==> src/logic/mips_pkg.sv <==
package mips_pkg;

	localparam int WORD_W     = 32;
	localparam int REG_ADDR_W = 5;

	localparam logic [REG_ADDR_W-1:0] LINK_REG = 5'd31;    // written by jal
	localparam logic [REG_ADDR_W-1:0] NOP_REG  = 5'd0;

	// primary opcode, inst[31:26]
	typedef enum logic [5:0] {
		OP_SPECIAL = 6'b000000,
		OP_J       = 6'b000010,
		OP_JAL     = 6'b000011,
		OP_BEQ     = 6'b000100,
		OP_BNE     = 6'b000101,
		OP_BLEZ    = 6'b000110,
		OP_BGTZ    = 6'b000111,
		OP_ADDI    = 6'b001000,
		OP_ADDIU   = 6'b001001,
		OP_SLTI    = 6'b001010,
		OP_SLTIU   = 6'b001011,
		OP_ANDI    = 6'b001100,
		OP_ORI     = 6'b001101,
		OP_XORI    = 6'b001110,
		OP_LUI     = 6'b001111,
		OP_LW      = 6'b100011,
		OP_SW      = 6'b101011
	} opcode_e;

	// special function field, inst[5:0]
	typedef enum logic [5:0] {
		FN_SLL  = 6'b000000,
		FN_SRL  = 6'b000010,
		FN_SRA  = 6'b000011,
		FN_SLLV = 6'b000100,
		FN_SRLV = 6'b000110,
		FN_SRAV = 6'b000111,
		FN_JR   = 6'b001000,
		FN_JALR = 6'b001001,
		FN_ADD  = 6'b100000,
		FN_ADDU = 6'b100001,
		FN_SUB  = 6'b100010,
		FN_SUBU = 6'b100011,
		FN_AND  = 6'b100100,
		FN_OR   = 6'b100101,
		FN_XOR  = 6'b100110,
		FN_NOR  = 6'b100111,
		FN_SLT  = 6'b101010,
		FN_SLTU = 6'b101011
	} funct_e;

	typedef enum logic [7:0] {
		ALU_NOP   = 8'b00000000,
		ALU_OR    = 8'b00100101,
		ALU_AND   = 8'b00100100,
		ALU_XOR   = 8'b00100110,
		ALU_NOR   = 8'b00100111,
		ALU_SLL   = 8'b01111100,
		ALU_SRL   = 8'b00000010,
		ALU_SRA   = 8'b00000011,
		ALU_ADD   = 8'b00100000,
		ALU_ADDU  = 8'b00100001,
		ALU_ADDI  = 8'b01010101,
		ALU_ADDIU = 8'b01010110,
		ALU_SUB   = 8'b00100010,
		ALU_SUBU  = 8'b00100011,
		ALU_SLT   = 8'b00101010,
		ALU_SLTU  = 8'b00101011,
		ALU_LW    = 8'b11100011,
		ALU_SW    = 8'b11101011,
		ALU_J     = 8'b01001111,
		ALU_JAL   = 8'b01010000,
		ALU_JR    = 8'b00001000,
		ALU_JALR  = 8'b00001001,
		ALU_BEQ   = 8'b01010001,
		ALU_BNE   = 8'b01010010,
		ALU_BGTZ  = 8'b01010100,
		ALU_BLEZ  = 8'b01010011
	} alu_op_e;

	typedef enum logic [2:0] {
		SEL_NOP         = 3'b000,
		SEL_LOGIC       = 3'b001,
		SEL_SHIFT       = 3'b010,
		SEL_ARITH       = 3'b100,
		SEL_JUMP_BRANCH = 3'b110,
		SEL_LOAD_STORE  = 3'b111
	} alu_sel_e;

	typedef enum logic [3:0] {
		BR_NONE, BR_BEQ, BR_BNE, BR_BGTZ, BR_BLEZ, BR_J, BR_JAL, BR_JR, BR_JALR
	} branch_e;

endpackage
==> src/logic/id_stage.sv <==
`timescale 1ns/1ps

module id_stage (
	input  logic                             clk,
	input  logic                             arst_n_i,
	input  logic [mips_pkg::WORD_W-1:0]      pc_i,
	input  logic [mips_pkg::WORD_W-1:0]      inst_i,
	input  logic [mips_pkg::WORD_W-1:0]      reg1_data_i,
	input  logic [mips_pkg::WORD_W-1:0]      reg2_data_i,
	input  logic [mips_pkg::WORD_W-1:0]      ex_wdata_i,
	input  logic                             mem_wreg_i,
	input  logic [mips_pkg::REG_ADDR_W-1:0]  mem_wd_i,
	input  logic [mips_pkg::WORD_W-1:0]      mem_wdata_i,
	output logic                             reg1_read_o,
	output logic                             reg2_read_o,
	output logic [mips_pkg::REG_ADDR_W-1:0]  reg1_addr_o,
	output logic [mips_pkg::REG_ADDR_W-1:0]  reg2_addr_o,
	output logic                             stall_o,
	output logic                             branch_flag_o,
	output logic [mips_pkg::WORD_W-1:0]      branch_target_o,
	output mips_pkg::alu_op_e                aluop_o,
	output mips_pkg::alu_sel_e               alusel_o,
	output logic [mips_pkg::WORD_W-1:0]      reg1_o,
	output logic [mips_pkg::WORD_W-1:0]      reg2_o,
	output logic [mips_pkg::REG_ADDR_W-1:0]  wd_o,
	output logic                             wreg_o,
	output logic [mips_pkg::WORD_W-1:0]      link_addr_o,
	output logic [mips_pkg::WORD_W-1:0]      inst_o,
	output logic                             in_delayslot_o
);

	mips_pkg::alu_op_e               dec_alu_op;
	mips_pkg::alu_sel_e              dec_alu_sel;
	mips_pkg::branch_e               dec_br_kind;
	logic [mips_pkg::REG_ADDR_W-1:0] dec_wd;
	logic                            dec_wreg;
	logic [mips_pkg::WORD_W-1:0]     dec_imm;
	logic [mips_pkg::WORD_W-1:0]     opnd1;
	logic [mips_pkg::WORD_W-1:0]     opnd2;
	logic [mips_pkg::WORD_W-1:0]     link_addr;

	instr_decoder u_dec (
		.arst_n_i, .inst_i,
		.alu_op_o(dec_alu_op), .alu_sel_o(dec_alu_sel), .wd_o(dec_wd), .wreg_o(dec_wreg),
		.reg1_read_o, .reg2_read_o, .reg1_addr_o, .reg2_addr_o,
		.imm_o(dec_imm), .br_kind_o(dec_br_kind)
	);

	// ex side comes from our own id/ex register
	operand_forward u_fwd1 (
		.read_i(reg1_read_o), .addr_i(reg1_addr_o),
		.ex_wreg_i(wreg_o), .ex_wd_i(wd_o), .ex_wdata_i,
		.mem_wreg_i, .mem_wd_i, .mem_wdata_i,
		.rf_data_i(reg1_data_i), .imm_i(dec_imm), .operand_o(opnd1)
	);

	operand_forward u_fwd2 (
		.read_i(reg2_read_o), .addr_i(reg2_addr_o),
		.ex_wreg_i(wreg_o), .ex_wd_i(wd_o), .ex_wdata_i,
		.mem_wreg_i, .mem_wd_i, .mem_wdata_i,
		.rf_data_i(reg2_data_i), .imm_i(dec_imm), .operand_o(opnd2)
	);

	branch_resolver u_br (
		.arst_n_i, .pc_i, .inst_i, .br_kind_i(dec_br_kind),
		.reg1_i(opnd1), .reg2_i(opnd2),
		.branch_flag_o, .branch_target_o, .link_addr_o(link_addr)
	);

	id_ex_reg u_idex (
		.clk, .arst_n_i,
		.alu_op_i(dec_alu_op), .alu_sel_i(dec_alu_sel), .wd_i(dec_wd), .wreg_i(dec_wreg),
		.reg1_i(opnd1), .reg2_i(opnd2), .link_addr_i(link_addr), .inst_i,
		.branch_flag_i(branch_flag_o),
		.reg1_read_i(reg1_read_o), .reg2_read_i(reg2_read_o),
		.reg1_addr_i(reg1_addr_o), .reg2_addr_i(reg2_addr_o),
		.stall_o, .aluop_o, .alusel_o, .reg1_o, .reg2_o, .wd_o, .wreg_o,
		.link_addr_o, .inst_o, .in_delayslot_o
	);

endmodule

==> src/logic/id_ex_reg.sv <==
`timescale 1ns/1ps

module id_ex_reg (
	input  logic                             clk,
	input  logic                             arst_n_i,
	input  mips_pkg::alu_op_e                alu_op_i,
	input  mips_pkg::alu_sel_e               alu_sel_i,
	input  logic [mips_pkg::REG_ADDR_W-1:0]  wd_i,
	input  logic                             wreg_i,
	input  logic [mips_pkg::WORD_W-1:0]      reg1_i,
	input  logic [mips_pkg::WORD_W-1:0]      reg2_i,
	input  logic [mips_pkg::WORD_W-1:0]      link_addr_i,
	input  logic [mips_pkg::WORD_W-1:0]      inst_i,
	input  logic                             branch_flag_i,
	input  logic                             reg1_read_i,
	input  logic                             reg2_read_i,
	input  logic [mips_pkg::REG_ADDR_W-1:0]  reg1_addr_i,
	input  logic [mips_pkg::REG_ADDR_W-1:0]  reg2_addr_i,
	output logic                             stall_o,
	output mips_pkg::alu_op_e                aluop_o,
	output mips_pkg::alu_sel_e               alusel_o,
	output logic [mips_pkg::WORD_W-1:0]      reg1_o,
	output logic [mips_pkg::WORD_W-1:0]      reg2_o,
	output logic [mips_pkg::REG_ADDR_W-1:0]  wd_o,
	output logic                             wreg_o,
	output logic [mips_pkg::WORD_W-1:0]      link_addr_o,
	output logic [mips_pkg::WORD_W-1:0]      inst_o,
	output logic                             in_delayslot_o
);

	logic ds_pending;    // next accepted instr is a delay slot
	logic use1;
	logic use2;

	// load result not ready until mem, so a dependent read must wait a cycle
	assign use1    = reg1_read_i && (reg1_addr_i == wd_o) && (reg1_addr_i != mips_pkg::NOP_REG);
	assign use2    = reg2_read_i && (reg2_addr_i == wd_o) && (reg2_addr_i != mips_pkg::NOP_REG);
	assign stall_o = (aluop_o == mips_pkg::ALU_LW) && (use1 || use2);

	always_ff @(posedge clk or negedge arst_n_i) begin
		if (!arst_n_i) begin
			aluop_o        <= mips_pkg::ALU_NOP;
			alusel_o       <= mips_pkg::SEL_NOP;
			reg1_o         <= '0;
			reg2_o         <= '0;
			wd_o           <= mips_pkg::NOP_REG;
			wreg_o         <= 1'b0;
			link_addr_o    <= '0;
			inst_o         <= '0;
			in_delayslot_o <= 1'b0;
			ds_pending     <= 1'b0;
		end else if (stall_o) begin
			aluop_o     <= mips_pkg::ALU_NOP;    // bubble, ds flags held
			alusel_o    <= mips_pkg::SEL_NOP;
			reg1_o      <= '0;
			reg2_o      <= '0;
			wd_o        <= mips_pkg::NOP_REG;
			wreg_o      <= 1'b0;
			link_addr_o <= '0;
			inst_o      <= '0;
		end else begin
			aluop_o        <= alu_op_i;
			alusel_o       <= alu_sel_i;
			reg1_o         <= reg1_i;
			reg2_o         <= reg2_i;
			wd_o           <= wd_i;
			wreg_o         <= wreg_i;
			link_addr_o    <= link_addr_i;
			inst_o         <= inst_i;
			in_delayslot_o <= ds_pending;
			ds_pending     <= branch_flag_i;
		end
	end

endmodule

==> src/logic/branch_resolver.sv <==
`timescale 1ns/1ps

module branch_resolver (
	input  logic                         arst_n_i,
	input  logic [mips_pkg::WORD_W-1:0]  pc_i,
	input  logic [mips_pkg::WORD_W-1:0]  inst_i,
	input  mips_pkg::branch_e            br_kind_i,
	input  logic [mips_pkg::WORD_W-1:0]  reg1_i,
	input  logic [mips_pkg::WORD_W-1:0]  reg2_i,
	output logic                         branch_flag_o,
	output logic [mips_pkg::WORD_W-1:0]  branch_target_o,
	output logic [mips_pkg::WORD_W-1:0]  link_addr_o
);

	logic [mips_pkg::WORD_W-1:0] pc_plus_4;
	logic [mips_pkg::WORD_W-1:0] pc_plus_8;
	logic [mips_pkg::WORD_W-1:0] rel_target;
	logic [mips_pkg::WORD_W-1:0] abs_target;
	logic                        cond;

	assign pc_plus_4  = pc_i + 32'd4;
	assign pc_plus_8  = pc_i + 32'd8;    // return past the delay slot
	assign rel_target = pc_plus_4 + {{14{inst_i[15]}}, inst_i[15:0], 2'b00};
	assign abs_target = {pc_plus_4[31:28], inst_i[25:0], 2'b00};

	always_comb begin
		case (br_kind_i)
			mips_pkg::BR_BEQ:  cond = (reg1_i == reg2_i);
			mips_pkg::BR_BNE:  cond = (reg1_i != reg2_i);
			mips_pkg::BR_BGTZ: cond = !reg1_i[31] && (reg1_i != '0);
			mips_pkg::BR_BLEZ: cond = reg1_i[31] || (reg1_i == '0);
			default:           cond = 1'b0;
		endcase
	end

	always_comb begin
		branch_flag_o   = 1'b0;
		branch_target_o = '0;
		link_addr_o     = '0;
		if (arst_n_i) begin
			case (br_kind_i)
				mips_pkg::BR_J, mips_pkg::BR_JAL: begin
					branch_flag_o   = 1'b1;
					branch_target_o = abs_target;
				end
				mips_pkg::BR_JR, mips_pkg::BR_JALR: begin
					branch_flag_o   = 1'b1;
					branch_target_o = reg1_i;
				end
				default: begin
					branch_flag_o   = cond;
					branch_target_o = cond ? rel_target : '0;
				end
			endcase
			if (br_kind_i == mips_pkg::BR_JAL || br_kind_i == mips_pkg::BR_JALR)
				link_addr_o = pc_plus_8;
		end
	end

endmodule

==> src/logic/operand_forward.sv <==
`timescale 1ns/1ps

module operand_forward (
	input  logic                             read_i,
	input  logic [mips_pkg::REG_ADDR_W-1:0]  addr_i,
	input  logic                             ex_wreg_i,
	input  logic [mips_pkg::REG_ADDR_W-1:0]  ex_wd_i,
	input  logic [mips_pkg::WORD_W-1:0]      ex_wdata_i,
	input  logic                             mem_wreg_i,
	input  logic [mips_pkg::REG_ADDR_W-1:0]  mem_wd_i,
	input  logic [mips_pkg::WORD_W-1:0]      mem_wdata_i,
	input  logic [mips_pkg::WORD_W-1:0]      rf_data_i,
	input  logic [mips_pkg::WORD_W-1:0]      imm_i,
	output logic [mips_pkg::WORD_W-1:0]      operand_o
);

	logic addr_live;
	logic ex_hit;
	logic mem_hit;

	assign addr_live = read_i && (addr_i != mips_pkg::NOP_REG);    // $0 never forwarded
	assign ex_hit    = addr_live && ex_wreg_i && (ex_wd_i == addr_i);
	assign mem_hit   = addr_live && mem_wreg_i && (mem_wd_i == addr_i);

	// youngest result wins
	always_comb begin
		if (!read_i)
			operand_o = imm_i;
		else if (ex_hit)
			operand_o = ex_wdata_i;
		else if (mem_hit)
			operand_o = mem_wdata_i;
		else
			operand_o = rf_data_i;
	end

endmodule

==> src/logic/instr_decoder.sv <==
`timescale 1ns/1ps

module instr_decoder (
	input  logic                             arst_n_i,
	input  logic [mips_pkg::WORD_W-1:0]      inst_i,
	output mips_pkg::alu_op_e                alu_op_o,
	output mips_pkg::alu_sel_e               alu_sel_o,
	output logic [mips_pkg::REG_ADDR_W-1:0]  wd_o,
	output logic                             wreg_o,
	output logic                             reg1_read_o,
	output logic                             reg2_read_o,
	output logic [mips_pkg::REG_ADDR_W-1:0]  reg1_addr_o,
	output logic [mips_pkg::REG_ADDR_W-1:0]  reg2_addr_o,
	output logic [mips_pkg::WORD_W-1:0]      imm_o,
	output mips_pkg::branch_e                br_kind_o
);

	mips_pkg::opcode_e op;
	mips_pkg::funct_e  fn;
	logic [mips_pkg::WORD_W-1:0] imm_zext;
	logic [mips_pkg::WORD_W-1:0] imm_sext;

	function automatic mips_pkg::alu_op_e funct_alu(input mips_pkg::funct_e f);
		case (f)
			mips_pkg::FN_AND:  return mips_pkg::ALU_AND;
			mips_pkg::FN_OR:   return mips_pkg::ALU_OR;
			mips_pkg::FN_XOR:  return mips_pkg::ALU_XOR;
			mips_pkg::FN_NOR:  return mips_pkg::ALU_NOR;
			mips_pkg::FN_SLL:  return mips_pkg::ALU_SLL;
			mips_pkg::FN_SLLV: return mips_pkg::ALU_SLL;
			mips_pkg::FN_SRL:  return mips_pkg::ALU_SRL;
			mips_pkg::FN_SRLV: return mips_pkg::ALU_SRL;
			mips_pkg::FN_SRA:  return mips_pkg::ALU_SRA;
			mips_pkg::FN_SRAV: return mips_pkg::ALU_SRA;
			mips_pkg::FN_ADD:  return mips_pkg::ALU_ADD;
			mips_pkg::FN_ADDU: return mips_pkg::ALU_ADDU;
			mips_pkg::FN_SUB:  return mips_pkg::ALU_SUB;
			mips_pkg::FN_SUBU: return mips_pkg::ALU_SUBU;
			mips_pkg::FN_SLT:  return mips_pkg::ALU_SLT;
			mips_pkg::FN_SLTU: return mips_pkg::ALU_SLTU;
			mips_pkg::FN_JR:   return mips_pkg::ALU_JR;
			mips_pkg::FN_JALR: return mips_pkg::ALU_JALR;
			default:           return mips_pkg::ALU_NOP;
		endcase
	endfunction

	function automatic mips_pkg::alu_op_e opcode_alu(input mips_pkg::opcode_e o);
		case (o)
			mips_pkg::OP_ORI:   return mips_pkg::ALU_OR;
			mips_pkg::OP_LUI:   return mips_pkg::ALU_OR;    // rs | imm<<16
			mips_pkg::OP_ANDI:  return mips_pkg::ALU_AND;
			mips_pkg::OP_XORI:  return mips_pkg::ALU_XOR;
			mips_pkg::OP_ADDI:  return mips_pkg::ALU_ADDI;
			mips_pkg::OP_ADDIU: return mips_pkg::ALU_ADDIU;
			mips_pkg::OP_SLTI:  return mips_pkg::ALU_SLT;
			mips_pkg::OP_SLTIU: return mips_pkg::ALU_SLTU;
			mips_pkg::OP_LW:    return mips_pkg::ALU_LW;
			mips_pkg::OP_SW:    return mips_pkg::ALU_SW;
			mips_pkg::OP_J:     return mips_pkg::ALU_J;
			mips_pkg::OP_JAL:   return mips_pkg::ALU_JAL;
			mips_pkg::OP_BEQ:   return mips_pkg::ALU_BEQ;
			mips_pkg::OP_BNE:   return mips_pkg::ALU_BNE;
			mips_pkg::OP_BGTZ:  return mips_pkg::ALU_BGTZ;
			mips_pkg::OP_BLEZ:  return mips_pkg::ALU_BLEZ;
			default:            return mips_pkg::ALU_NOP;
		endcase
	endfunction

	assign op       = mips_pkg::opcode_e'(inst_i[31:26]);
	assign fn       = mips_pkg::funct_e'(inst_i[5:0]);
	assign imm_zext = {16'h0, inst_i[15:0]};
	assign imm_sext = {{16{inst_i[15]}}, inst_i[15:0]};

	always_comb begin
		alu_op_o    = mips_pkg::ALU_NOP;
		alu_sel_o   = mips_pkg::SEL_NOP;
		wd_o        = inst_i[15:11];    // rd
		wreg_o      = 1'b0;
		reg1_read_o = 1'b0;
		reg2_read_o = 1'b0;
		reg1_addr_o = inst_i[25:21];    // rs
		reg2_addr_o = inst_i[20:16];    // rt
		imm_o       = '0;
		br_kind_o   = mips_pkg::BR_NONE;
		if (arst_n_i) begin
			case (op)
				mips_pkg::OP_SPECIAL: begin
					wreg_o      = 1'b1;
					reg1_read_o = 1'b1;
					reg2_read_o = 1'b1;
					alu_op_o    = funct_alu(fn);
					case (fn)
						mips_pkg::FN_AND, mips_pkg::FN_OR, mips_pkg::FN_XOR,
						mips_pkg::FN_NOR: alu_sel_o = mips_pkg::SEL_LOGIC;
						mips_pkg::FN_SLL, mips_pkg::FN_SRL, mips_pkg::FN_SRA: begin
							alu_sel_o   = mips_pkg::SEL_SHIFT;
							reg1_read_o = 1'b0;    // shamt replaces rs
							imm_o       = {27'd0, inst_i[10:6]};
						end
						mips_pkg::FN_SLLV, mips_pkg::FN_SRLV,
						mips_pkg::FN_SRAV: alu_sel_o = mips_pkg::SEL_SHIFT;
						mips_pkg::FN_ADD, mips_pkg::FN_ADDU, mips_pkg::FN_SUB,
						mips_pkg::FN_SUBU, mips_pkg::FN_SLT,
						mips_pkg::FN_SLTU: alu_sel_o = mips_pkg::SEL_ARITH;
						mips_pkg::FN_JR, mips_pkg::FN_JALR: begin
							alu_sel_o   = mips_pkg::SEL_JUMP_BRANCH;
							reg2_read_o = 1'b0;
							wreg_o      = (fn == mips_pkg::FN_JALR);    // link into rd
							br_kind_o   = (fn == mips_pkg::FN_JALR) ?
								mips_pkg::BR_JALR : mips_pkg::BR_JR;
						end
						default: begin
							wreg_o      = 1'b0;
							reg1_read_o = 1'b0;
							reg2_read_o = 1'b0;
						end
					endcase
				end
				mips_pkg::OP_ORI, mips_pkg::OP_ANDI, mips_pkg::OP_XORI, mips_pkg::OP_LUI,
				mips_pkg::OP_ADDI, mips_pkg::OP_ADDIU, mips_pkg::OP_SLTI, mips_pkg::OP_SLTIU,
				mips_pkg::OP_LW: begin
					wreg_o      = 1'b1;
					reg1_read_o = 1'b1;
					wd_o        = inst_i[20:16];    // rt
					alu_op_o    = opcode_alu(op);
					imm_o       = imm_sext;
					if (op == mips_pkg::OP_LW)
						alu_sel_o = mips_pkg::SEL_LOAD_STORE;
					else if (op == mips_pkg::OP_LUI) begin
						alu_sel_o = mips_pkg::SEL_LOGIC;
						imm_o     = {inst_i[15:0], 16'h0};
					end
					else if (op == mips_pkg::OP_ORI || op == mips_pkg::OP_ANDI ||
						op == mips_pkg::OP_XORI) begin
						alu_sel_o = mips_pkg::SEL_LOGIC;
						imm_o     = imm_zext;
					end
					else
						alu_sel_o = mips_pkg::SEL_ARITH;
				end
				mips_pkg::OP_SW: begin
					alu_op_o    = mips_pkg::ALU_SW;
					alu_sel_o   = mips_pkg::SEL_LOAD_STORE;
					reg1_read_o = 1'b1;
					reg2_read_o = 1'b1;    // store data
				end
				mips_pkg::OP_J, mips_pkg::OP_JAL: begin
					alu_op_o  = opcode_alu(op);
					alu_sel_o = mips_pkg::SEL_JUMP_BRANCH;
					wreg_o    = (op == mips_pkg::OP_JAL);
					wd_o      = mips_pkg::LINK_REG;
					br_kind_o = (op == mips_pkg::OP_JAL) ? mips_pkg::BR_JAL : mips_pkg::BR_J;
				end
				mips_pkg::OP_BEQ, mips_pkg::OP_BNE, mips_pkg::OP_BGTZ, mips_pkg::OP_BLEZ: begin
					alu_op_o    = opcode_alu(op);
					alu_sel_o   = mips_pkg::SEL_JUMP_BRANCH;
					reg1_read_o = 1'b1;
					reg2_read_o = (op == mips_pkg::OP_BEQ) || (op == mips_pkg::OP_BNE);
					case (op)
						mips_pkg::OP_BEQ:  br_kind_o = mips_pkg::BR_BEQ;
						mips_pkg::OP_BNE:  br_kind_o = mips_pkg::BR_BNE;
						mips_pkg::OP_BGTZ: br_kind_o = mips_pkg::BR_BGTZ;
						default:           br_kind_o = mips_pkg::BR_BLEZ;
					endcase
				end
				default: ;    // unknown, stays a nop
			endcase
		end
	end

endmodule

==> config.mk <==
export PLATFORM = sky130hd
export DESIGN_NAME = id_stage
export DESIGN_NICKNAME = d
export VERILOG_FILES = /design/src/logic/mips_pkg.sv /design/src/logic/id_stage.sv /design/src/logic/id_ex_reg.sv /design/src/logic/branch_resolver.sv /design/src/logic/operand_forward.sv /design/src/logic/instr_decoder.sv
export SDC_FILE = /design/constraint.sdc
export NUM_CORES = 1
export LEC_CHECK = 0
export BUFFER_PORTS_ARGS = -buffer_cell sky130_fd_sc_hd__clkbuf_2
export CORE_MARGIN = 5
export CORE_UTILIZATION = 50
export DETAILED_ROUTE_END_ITERATION = 12
export PLACE_DENSITY_LB_ADDON = 0.15
export SLEW_MARGIN = 5
export SYNTH_ARGS = -nofsm -noshare
export SYNTH_HDL_FRONTEND = slang
export SYNTH_HIERARCHICAL = 1
export SYNTH_SLANG_ARGS = --single-unit
==> constraint.sdc <==
create_clock -name clk -period 16.9 [get_ports clk]
set_input_delay 2.535 -clock clk [delete_from_list [all_inputs] [get_ports clk]]
set_output_delay 2.535 -clock clk [all_outputs]
set_load 0.02 [all_outputs]
==> results.txt, run 1 <==
----------------------------------------------------
[Setup path]
  Largest fanout of any net on the critical path ... 37
  Required time reported for the critical path endpoint ... 14.37 ns
  Arrival time of data at the critical path endpoint ... 9.21 ns
  R2R Path End ... u_idex/ds_pending$_DFFE_PN0N_
  Reg2Reg Setup Slack ... 11.65 ns
  Kind of launch point of the worst setup path ... input port
  Cells on worst reg2reg path ... 15
  Start of the worst register-to-register path ... u_idex/wd_o[3]$_DFF_PN0_
  Worst Path Class, Setup ... input port to output pin
  Critical Path Sink Type ... output pin

[STA]
  Final hold slack ... 0.511 ns
  Highest attainable clock frequency ... 85.1 MHz
  Final Max Slew Viols ... 0
  Slew at the pin with the worst max-slew slack ... 1.14 ns
  Setup repair after global routing missed its margin ... false
  Number of hold-slack violations in the final timing report ... 0
  Minimum setup slack in the final design ... 5.15 ns
  Fraction of the cycle the final worst path needs ... 0.695
  Setup Viol. Count Final ... 0
  Worst setup skew after layout ... 0.0201 ns
  Post-Route Setup TNS ... 0 ns
  Min Clock Period, post-route ... 11.75 ns
  Max transition margin ... 0.232

[Synthesis]
  Synthesized area ... 12500 um2
  Total of warnings raised by yosys ... 6
  Post-synthesis sequential area ratio ... 0.295
  Post-synth EDFFs ... 0
  Flip-flop cell with the highest count after synthesis ... sky130_fd_sc_hd__dfrtp_1
  Instance count of the mapped netlist ... 1459
  Post-synthesis area per instance ... 8.54 um2
  Register bit total from synthesis ... 147
  Distinct cells, synth ... 86
  Async set-reset flop share out of synthesis ... 1.00
  Syn Nets ... 1699

[Job]
  Max Cap Viol ... 0

[Placed design]
  Routability-driven placement congestion ratio ... 0.952
  Total of buffers placed on input and output ports ... 391
  Post-detail-place hpwl ... 38700 um
  Instance area after placement ... 14400 um2
  Setup slack at placement ... 5.36 ns

[Clocking]
  Buffer levels on the longest clock path ... 2
  Master cell of the clock root buffer ... sky130_fd_sc_hd__clkbuf_16
  Clock H-tree levels ... 4
  Cts hold-fix bufs ... 0
  Post-CTS Resized ... 0
  TritonCTS clock tree ... built
  Post CTS Setup Buffer Count ... 0
  Clock-pin slew reported for the worst setup and hold paths after clock tree synthesis ... 0.07 ns
  Number of buffers created by CTS ... 17
  Clock insertion delay at the later pin of the skew report ... 0.44 ns
  Sinks on Clock Net ... 147

[Layout]
  Post-route cell area ... 15000 um2
  Syn-to-layout area delta ... 20.7%
  Nets@finish ... 2027
  Sequential Area ... 3680 um2
  Combined area of the multi-input logic cells ... 8150 um2
  Share of layout cells above drive strength 1 ... 0.283
  Number of fill cells in the layout ... 2186

[Drt]
  Mean number of vias per cell ... 5.92
  Via count ... 12600
  Total length of routed wires ... 49400 um
  Average wire per standard cell ... 23.3 um
  Starting DRT DRC Count ... 1215
  Drt first pass iters ... 6
  Detail Route Antenna Nets ... 0
  DRC ... 0

[Worst hold path]
  Min-Delay Path Class ... flop to flop
  Hold Startpoint ... u_idex/in_delayslot_o$_DFFE_PN0N_
  Hold-critical path depth ... 1
  Hold path endpoint ... u_idex/in_delayslot_o$_DFFE_PN0N_

[Pwr]
  Power density of the placed cells ... 67.5 nW/um2
  Worst vdd ir ... 0.0528 mV
  LEAKAGE ... 7.14 nW

[Global route]
  Total global-route track usage ... 0.340
  Initial antenna violation count ... 1
  Largest net degree at the start of global routing ... 82
  Total grt overflow ... 0
  First-pass GRT wire length ... 75600 um
  Number of global-route vias before repair ... 12400

[Die]
  Core Rows ... 57
  Number of placed I/O pins ... 392
  Initial core utilization ... 0.509
  Core region area ... 24500 um2
  Die Y ... 168 um
  Die area ... 28200 um2
  Die width ... 168 um

[Outcome]
  Run status ... complete, no violations

----------------------------------------------------
critical path, stage by stage:
cell	delay, ns
sky130_fd_sc_hd__clkbuf_2	0.29
sky130_fd_sc_hd__or4_1	0.73
sky130_fd_sc_hd__nor3_2	0.29
sky130_fd_sc_hd__and3_1	0.20
sky130_fd_sc_hd__o31a_1	0.14
sky130_fd_sc_hd__buf_4	0.39
sky130_fd_sc_hd__nand2_1	0.07
sky130_fd_sc_hd__or4_1	0.46
sky130_fd_sc_hd__nor4_4	0.14
sky130_fd_sc_hd__buf_4	0.39
sky130_fd_sc_hd__nand2b_4	0.45
sky130_fd_sc_hd__o21ai_0	0.46
sky130_fd_sc_hd__xor2_1	0.29
sky130_fd_sc_hd__nor4_1	0.39
sky130_fd_sc_hd__nand4_1	0.16
sky130_fd_sc_hd__nor2_1	0.32
sky130_fd_sc_hd__mux2i_1	0.12
sky130_fd_sc_hd__a22o_1	0.22
sky130_fd_sc_hd__inv_1	0.65
sky130_fd_sc_hd__o21ai_0	0.26
sky130_fd_sc_hd__clkbuf_2	0.21
registers in the layout (all words and copies together), names as in the netlist:
| name | cells |
|---|---|
| u_idex/aluop_o | 8 |
| u_idex/alusel_o | 3 |
| u_idex/ds_pending | 1 |
| u_idex/in_delayslot_o | 1 |
| u_idex/inst_o | 32 |
| u_idex/link_addr_o | 32 |
| u_idex/reg1_o | 32 |
| u_idex/reg2_o | 32 |
| u_idex/wd_o | 5 |
| u_idex/wreg_o | 1 |
cells in the mapped netlist (19+ instances only):
cell,instances,area [um2]
sky130_fd_sc_hd__a21oi_1,108,541
sky130_fd_sc_hd__o21ai_1,21,105
sky130_fd_sc_hd__inv_1,30,113
sky130_fd_sc_hd__mux2i_1,68,681
sky130_fd_sc_hd__nand3_1,33,165
sky130_fd_sc_hd__nor3_1,19,95.1
sky130_fd_sc_hd__clkbuf_1,50,188
sky130_fd_sc_hd__xnor2_1,55,482
sky130_fd_sc_hd__nand2_1,86,323
sky130_fd_sc_hd__xor2_1,84,736
sky130_fd_sc_hd__and2_1,129,807
sky130_fd_sc_hd__dfrtp_1,147,3680
sky130_fd_sc_hd__ha_1,39,488
sky130_fd_sc_hd__nor2b_1,72,450
sky130_fd_sc_hd__and2_4,31,272
sky130_fd_sc_hd__o21ai_0,99,495
sky130_fd_sc_hd__nor2_1,81,304
sky130_fd_sc_hd__a22o_1,27,236
sky130_fd_sc_hd__nor4_1,23,144
logic make-up after synthesis:
kind of cell	after synthesis	share of synthesized area
buf+inv	127	0.0523
fa+ha+maj	40	0.0408
simple gates	567	0.269
xor+xnor	139	0.0977
compound gates	368	0.188
flops	147	0.295
mux	71	0.0573
worst max path at each step:
stage	from	endpoint	slack (ns)
after floorplan	inst_i[29]	branch_target_o[22]	6.75
after global placement	inst_i[28]	branch_target_o[16]	5.44
after detailed placement	inst_i[28]	branch_target_o[9]	5.36
after CTS	inst_i[28]	branch_target_o[9]	5.33
after global routing	inst_i[28]	branch_target_o[9]	4.80
final	inst_i[28]	branch_target_o[9]	5.15
area by class of cell:
cell class / count / area share
inverters: 30 / 0.00749
repair buffers: 406 / 0.138
flip-flops and latches: 147 / 0.245
diodes: 1 / 0.000166
clock inverters: 15 / 0.0125
well taps: 324 / 0.0270
multi-input cells: 1185 / 0.542
clock buffers: 17 / 0.0283
metrics by stage:
| stage | cells | utilization | power [mW] |
|---|---|---|---|
| 3_5_place_dp | 2092 | 0.590 | 0.611 |
| 4_1_cts | 2124 | 0.615 | 1.02 |
| 2_1_floorplan | 1459 | - | 0.514 |
| 6_report | 2125 | 0.615 | 1.02 |
| 5_1_grt | 2125 | 0.615 | 1.06 |
| 3_3_place_gp | 2092 | 0.590 | 0.611 |
power breakdown:
part	internal [mW]	switching, mW
Sequential	0.362	0.00546
Combinational	0.0885	0.154
Clock	0.225	0.181
Total	0.675	0.340
cells in the final DEF, fill, tap and decap left out, types with 27 or more instances in the layout:
| master | Yosys | final |
|---|---|---|
| sky130_fd_sc_hd__clkbuf_2 | 2 | 390 |
| sky130_fd_sc_hd__dfrtp_1 | 147 | 147 |
| sky130_fd_sc_hd__and2_1 | 129 | 129 |
| sky130_fd_sc_hd__a21oi_1 | 108 | 108 |
| sky130_fd_sc_hd__o21ai_0 | 99 | 99 |
| sky130_fd_sc_hd__nand2_1 | 86 | 86 |
| sky130_fd_sc_hd__xor2_1 | 84 | 84 |
| sky130_fd_sc_hd__nor2_1 | 81 | 81 |
| sky130_fd_sc_hd__nor2b_1 | 72 | 72 |
| sky130_fd_sc_hd__mux2i_1 | 68 | 68 |
| sky130_fd_sc_hd__xnor2_1 | 55 | 55 |
| sky130_fd_sc_hd__ha_1 | 39 | 39 |
| sky130_fd_sc_hd__nand3_1 | 33 | 33 |
| sky130_fd_sc_hd__and2_4 | 31 | 31 |
| sky130_fd_sc_hd__inv_1 | 30 | 30 |
| sky130_fd_sc_hd__a22o_1 | 27 | 27 |
routing by layer:
layer,wire [um],vias up,global-route usage
met5,0,-,0
met4,1320,0,0.103
met3,4140,76,0.0579
met2,23200,677,0.549
met1,20700,6052,0.470
li1,-,5774,-
No activity file was read; power rests on OpenSTA's default activity.
==> run 2: changes to the inputs <==
ABC_AREA = 1   (was default)
clock period = 12.17 ns   (was 16.9 ns; I/O delays follow)
==> run 2 against run 1 <==
Non-clock buffer count down 4. Clock-buffer cell count grew 1. Final area is 19% higher. Wire length grew 31%. Synthesized area is 27% higher. Critical endpoint is now branch_target_o[14]. Largest power group unchanged.
==> results.txt, run 2 <==
----------------------------------------------------
[Placed design]
  Instance area after placement ... 17300 um2 (+20%)
  Routability-driven placement congestion ratio ... 1.02 (+7.2%)
  Post-detail-place hpwl ... 51400 um (+33%)
  Total of buffers placed on input and output ports ... 391 (unchanged)

[Synthesis]
  Post-synth EDFFs ... 0 (unchanged)
  Fraction of the mapped netlist area in simple logic gates ... 0.442 (+0.173)
  Share of Yosys cell area claimed by the top area cell type ... 0.233 (-0.0623)
  Largest area contributor in the synthesized netlist ... sky130_fd_sc_hd__dfrtp_1
  Async set-reset flop share out of synthesis ... 1.00 (unchanged)
  Instance count of the mapped netlist ... 2654 (+82%)
  Post-synthesis area per instance ... 5.95 um2 (-30%)
  Most numerous cell types in the synthesized netlist ... sky130_fd_sc_hd__nand2_1, sky130_fd_sc_hd__inv_1, sky130_fd_sc_hd__nor2_1
  Syn Nets ... 2894 (+70%)
  Register bit total from synthesis ... 147 (unchanged)
  Post-synthesis mux area share ... 0 (-0.0573)
  Total of warnings raised by yosys ... 6 (unchanged)
  Flip-flop cell with the highest count after synthesis ... sky130_fd_sc_hd__dfrtp_1
  Main combinational cell family by area after synthesis ... simple AND/OR/NAND/NOR gates
  Post-synthesis sequential area ratio ... 0.233 (-0.0623)
  Xor and xnor area share after synthesis ... 0.0360 (-0.0617)
  Compound-Gate Fraction of Synth Area ... 0.0700 (-0.118)
  Most area-consuming cells after synthesis ... sky130_fd_sc_hd__dfrtp_1, sky130_fd_sc_hd__nand2_1, sky130_fd_sc_hd__inv_1, sky130_fd_sc_hd__nor2_1, sky130_fd_sc_hd__nand4_1
  Arithmetic-cell share of the synthesized area counting full adders, half adders and majority gates ... 0.0322 (-0.00861)
  Distinct cells, synth ... 51 (-41%)
  Most common cell in the synthesized netlist ... sky130_fd_sc_hd__nand2_1
  Synthesized area ... 15800 um2 (+27%)

[Worst hold path]
  Hold Startpoint ... u_idex/ds_pending$_DFFE_PN0N_
  Min-Delay Path Class ... flop to flop
  Hold-critical path depth ... 2 (+1)
  Hold path endpoint ... u_idex/in_delayslot_o$_DFFE_PN0N_

[Layout]
  Count of inserted antenna diode cells ... 0 (-1)
  Most frequent standard cell in the layout excluding fill and tap cells ... sky130_fd_sc_hd__nand2_1
  Commonest cells after routing, fill and taps aside ... sky130_fd_sc_hd__nand2_1, sky130_fd_sc_hd__inv_1, sky130_fd_sc_hd__clkbuf_2, sky130_fd_sc_hd__nor2_1, sky130_fd_sc_hd__nand3_1
  Nets@finish ... 3188 (+57%)
  Syn-to-layout area delta ... 13.4%
  Share of layout cells above drive strength 1 ... 0.180 (-0.103)
  Post-route cell area ... 17900 um2 (+19%)

[Job]
  Max Cap Viol ... 0 (unchanged)

[STA]
  Worst setup skew after layout ... 0.00633 ns (-0.0138 ns)
  Number of hold-slack violations in the final timing report ... 0 (unchanged)
  Min Clock Period, post-route ... 9.68 ns
  Final Max Slew Viols ... 0 (unchanged)
  Slew at the pin with the worst max-slew slack ... 1.04 ns (-0.102 ns)
  Setup Viol. Count Final ... 0 (unchanged)
  Highest attainable clock frequency ... 103 MHz
  Max transition margin ... 0.307 (+0.0753)
  Fraction of the cycle the final worst path needs ... 0.796
  Setup repair after global routing missed its margin ... false
  Post-Route Setup TNS ... 0 ns (unchanged)

[Die]
  Core region area ... 31400 um2 (+28%)
  Core Rows ... 65 (+14%)
  Die width ... 188 um (+12%)
  Initial core utilization ... 0.503 (-0.00617)
  Die area ... 35300 um2 (+25%)
  Number of placed I/O pins ... 392 (unchanged)
  Die Y ... 188 um (+12%)

[Global route]
  Largest net degree at the start of global routing ... 88 (+7.3%)
  Met3 usage in global routing ... 0.0683 (+0.0104)
  Total global-route track usage ... 0.353 (+0.0126)
  Global-route layer with the greatest usage ... met2
  Met2 routing resource usage after global routing ... 0.581 (+0.0324)
  GRT met1 Usage ... 0.463 (-0.00674)
  Initial antenna violation count ... 0 (-1)
  Total grt overflow ... 0 (unchanged)
  Number of global-route vias before repair ... 17000 (+36%)
  First-pass GRT wire length ... 98100 um (+30%)

[Setup path]
  Worst setup startpoint ... inst_i[30]
  Largest fanout of any net on the critical path ... 42 (+14%)
  Kind of launch point of the worst setup path ... input port
  Cells on worst reg2reg path ... 22 (+7)
  Arrival time of data at the critical path endpoint ... 7.86 ns (-1.35 ns)
  Critical Path Sink Type ... output pin
  Reg2Reg Setup Slack ... 7.93 ns (-3.72 ns)
  R2R Path End ... u_idex/ds_pending$_DFFE_PN0N_
  Worst Path Class, Setup ... input port to output pin
  Start of the worst register-to-register path ... u_idex/wd_o[3]$_DFF_PN0_
  Required time reported for the critical path endpoint ... 10.34 ns (-4.03 ns)

[Clocking]
  Post-CTS Resized ... 0 (unchanged)
  Buffer levels on the longest clock path ... 2 (unchanged)
  Master cell of the clock root buffer ... sky130_fd_sc_hd__clkbuf_16
  TritonCTS clock tree ... built
  Clock insertion delay at the later pin of the skew report ... 0.44 ns (about the same)
  Clock H-tree levels ... 4 (unchanged)
  Clock-pin slew reported for the worst setup and hold paths after clock tree synthesis ... 0.06 ns (about the same)
  Number of buffers created by CTS ... 17 (unchanged)
  Post CTS Setup Buffer Count ... 0 (unchanged)
  Cts hold-fix bufs ... 0 (unchanged)
  Sinks on Clock Net ... 147 (unchanged)

[Pwr]
  LEAKAGE ... 10.6 nW (+49%)
  Power density of the placed cells ... 86.5 nW/um2 (+28%)
  Worst vdd ir ... 0.0951 mV (+80%)
  Total chip power ... 1.55 mW (+53%)

[Drt]
  Mean number of vias per cell ... 5.45 (-8.0%)
  Detail Route Antenna Nets ... 0 (unchanged)
  Average wire per standard cell ... 19.3 um (-17%)
  Starting DRT DRC Count ... 2154 (+77%)
  Via count ... 18300 (+45%)
  Drt first pass iters ... 6 (unchanged)
  DRC ... 0 (unchanged)
  Total length of routed wires ... 64700 um (+31%)

[Outcome]
  Run status ... complete, no violations

----------------------------------------------------
==> run 2: routing by layer <==
metal	part of all wire	up-vias
met1	0.41	8434
met2	0.46	1030
met4	0.034	0
met3	0.095	105
li1	-	8727
met5	0	-
==> run 2: cell type report <==
class | count | area (um2)
repair buffers | 402 | 2050
fillers | 3292 | 13500
well taps | 402 | 503
inverters | 515 | 1940
clock inverters | 10 | 138
multi-input cells | 1865 | 9170
clock buffers | 18 | 439
flip-flops and latches | 147 | 3680
==> run 2: critical path: stages <==
cell and delay [ns]:
sky130_fd_sc_hd__clkbuf_2 0.11, sky130_fd_sc_hd__nor2_2 0.41, sky130_fd_sc_hd__nand3_2 0.71, sky130_fd_sc_hd__nand3_1 0.36
sky130_fd_sc_hd__nor2_1 0.13, sky130_fd_sc_hd__o21ai_0 0.09, sky130_fd_sc_hd__nor2_1 0.08, sky130_fd_sc_hd__nor2_2 0.08
sky130_fd_sc_hd__buf_4 0.36, sky130_fd_sc_hd__nand2_1 0.12, sky130_fd_sc_hd__inv_2 0.32, sky130_fd_sc_hd__buf_4 0.47
sky130_fd_sc_hd__nand3_4 0.42, sky130_fd_sc_hd__nand2_1 0.19, sky130_fd_sc_hd__nand3_1 0.08, sky130_fd_sc_hd__nand2_1 0.09
sky130_fd_sc_hd__nand2_1 0.15, sky130_fd_sc_hd__xnor2_1 0.34, sky130_fd_sc_hd__nand2_1 0.09, sky130_fd_sc_hd__nor2_1 0.11
sky130_fd_sc_hd__nand2_1 0.06, sky130_fd_sc_hd__nor2_1 0.17, sky130_fd_sc_hd__nand3_1 0.15, sky130_fd_sc_hd__nand3_4 0.39
sky130_fd_sc_hd__nand2_1 0.10, sky130_fd_sc_hd__a21oi_1 0.18, sky130_fd_sc_hd__clkbuf_2 0.20
==> run 2: worst max path at each step <==
stage                                     end  slack [ns]  cells past startpoint
after global placement    branch_target_o[31]        2.87                     28
after floorplan            branch_target_o[4]        5.11                     28
after CTS                 branch_target_o[14]        2.70                     27
after global routing      branch_target_o[19]        1.96                     27
after detailed placement  branch_target_o[23]        2.71                     27
final                     branch_target_o[14]        2.49                     27
==> run 2: report_power, final <==
part | internal (mW) | leakage, nW | switching [mW] | total, mW
Sequential | 0.506 | 1.95 | 0.0108 | 0.516
Clock | 0.322 | 0.268 | 0.217 | 0.539
Combinational | 0.146 | 8.40 | 0.348 | 0.494
==> run 2: stage by stage <==
| step | util | setup slack [ns] | instances | hold WS [ns] |
|---|---|---|---|---|
| after detailed placement | 0.552 | 2.71 | 3331 | 0.463 |
| after global placement | 0.552 | 2.87 | 3331 | 0.449 |
| after floorplan | - | 5.11 | 2654 | 0.443 |
| final | 0.571 | 2.49 | 3359 | 0.502 |
| after global routing | 0.571 | 1.96 | 3359 | 0.491 |
| after CTS | 0.571 | 2.70 | 3359 | 0.474 |
==> run 2: cells by family after synthesis <==
| logic type | count (synthesis) |
|---|---|
| compound gates | 189 |
| fa+ha+maj | 40 |
| xor+xnor | 65 |
| simple gates | 1571 |
| flops | 147 |
| buf+inv | 642 |
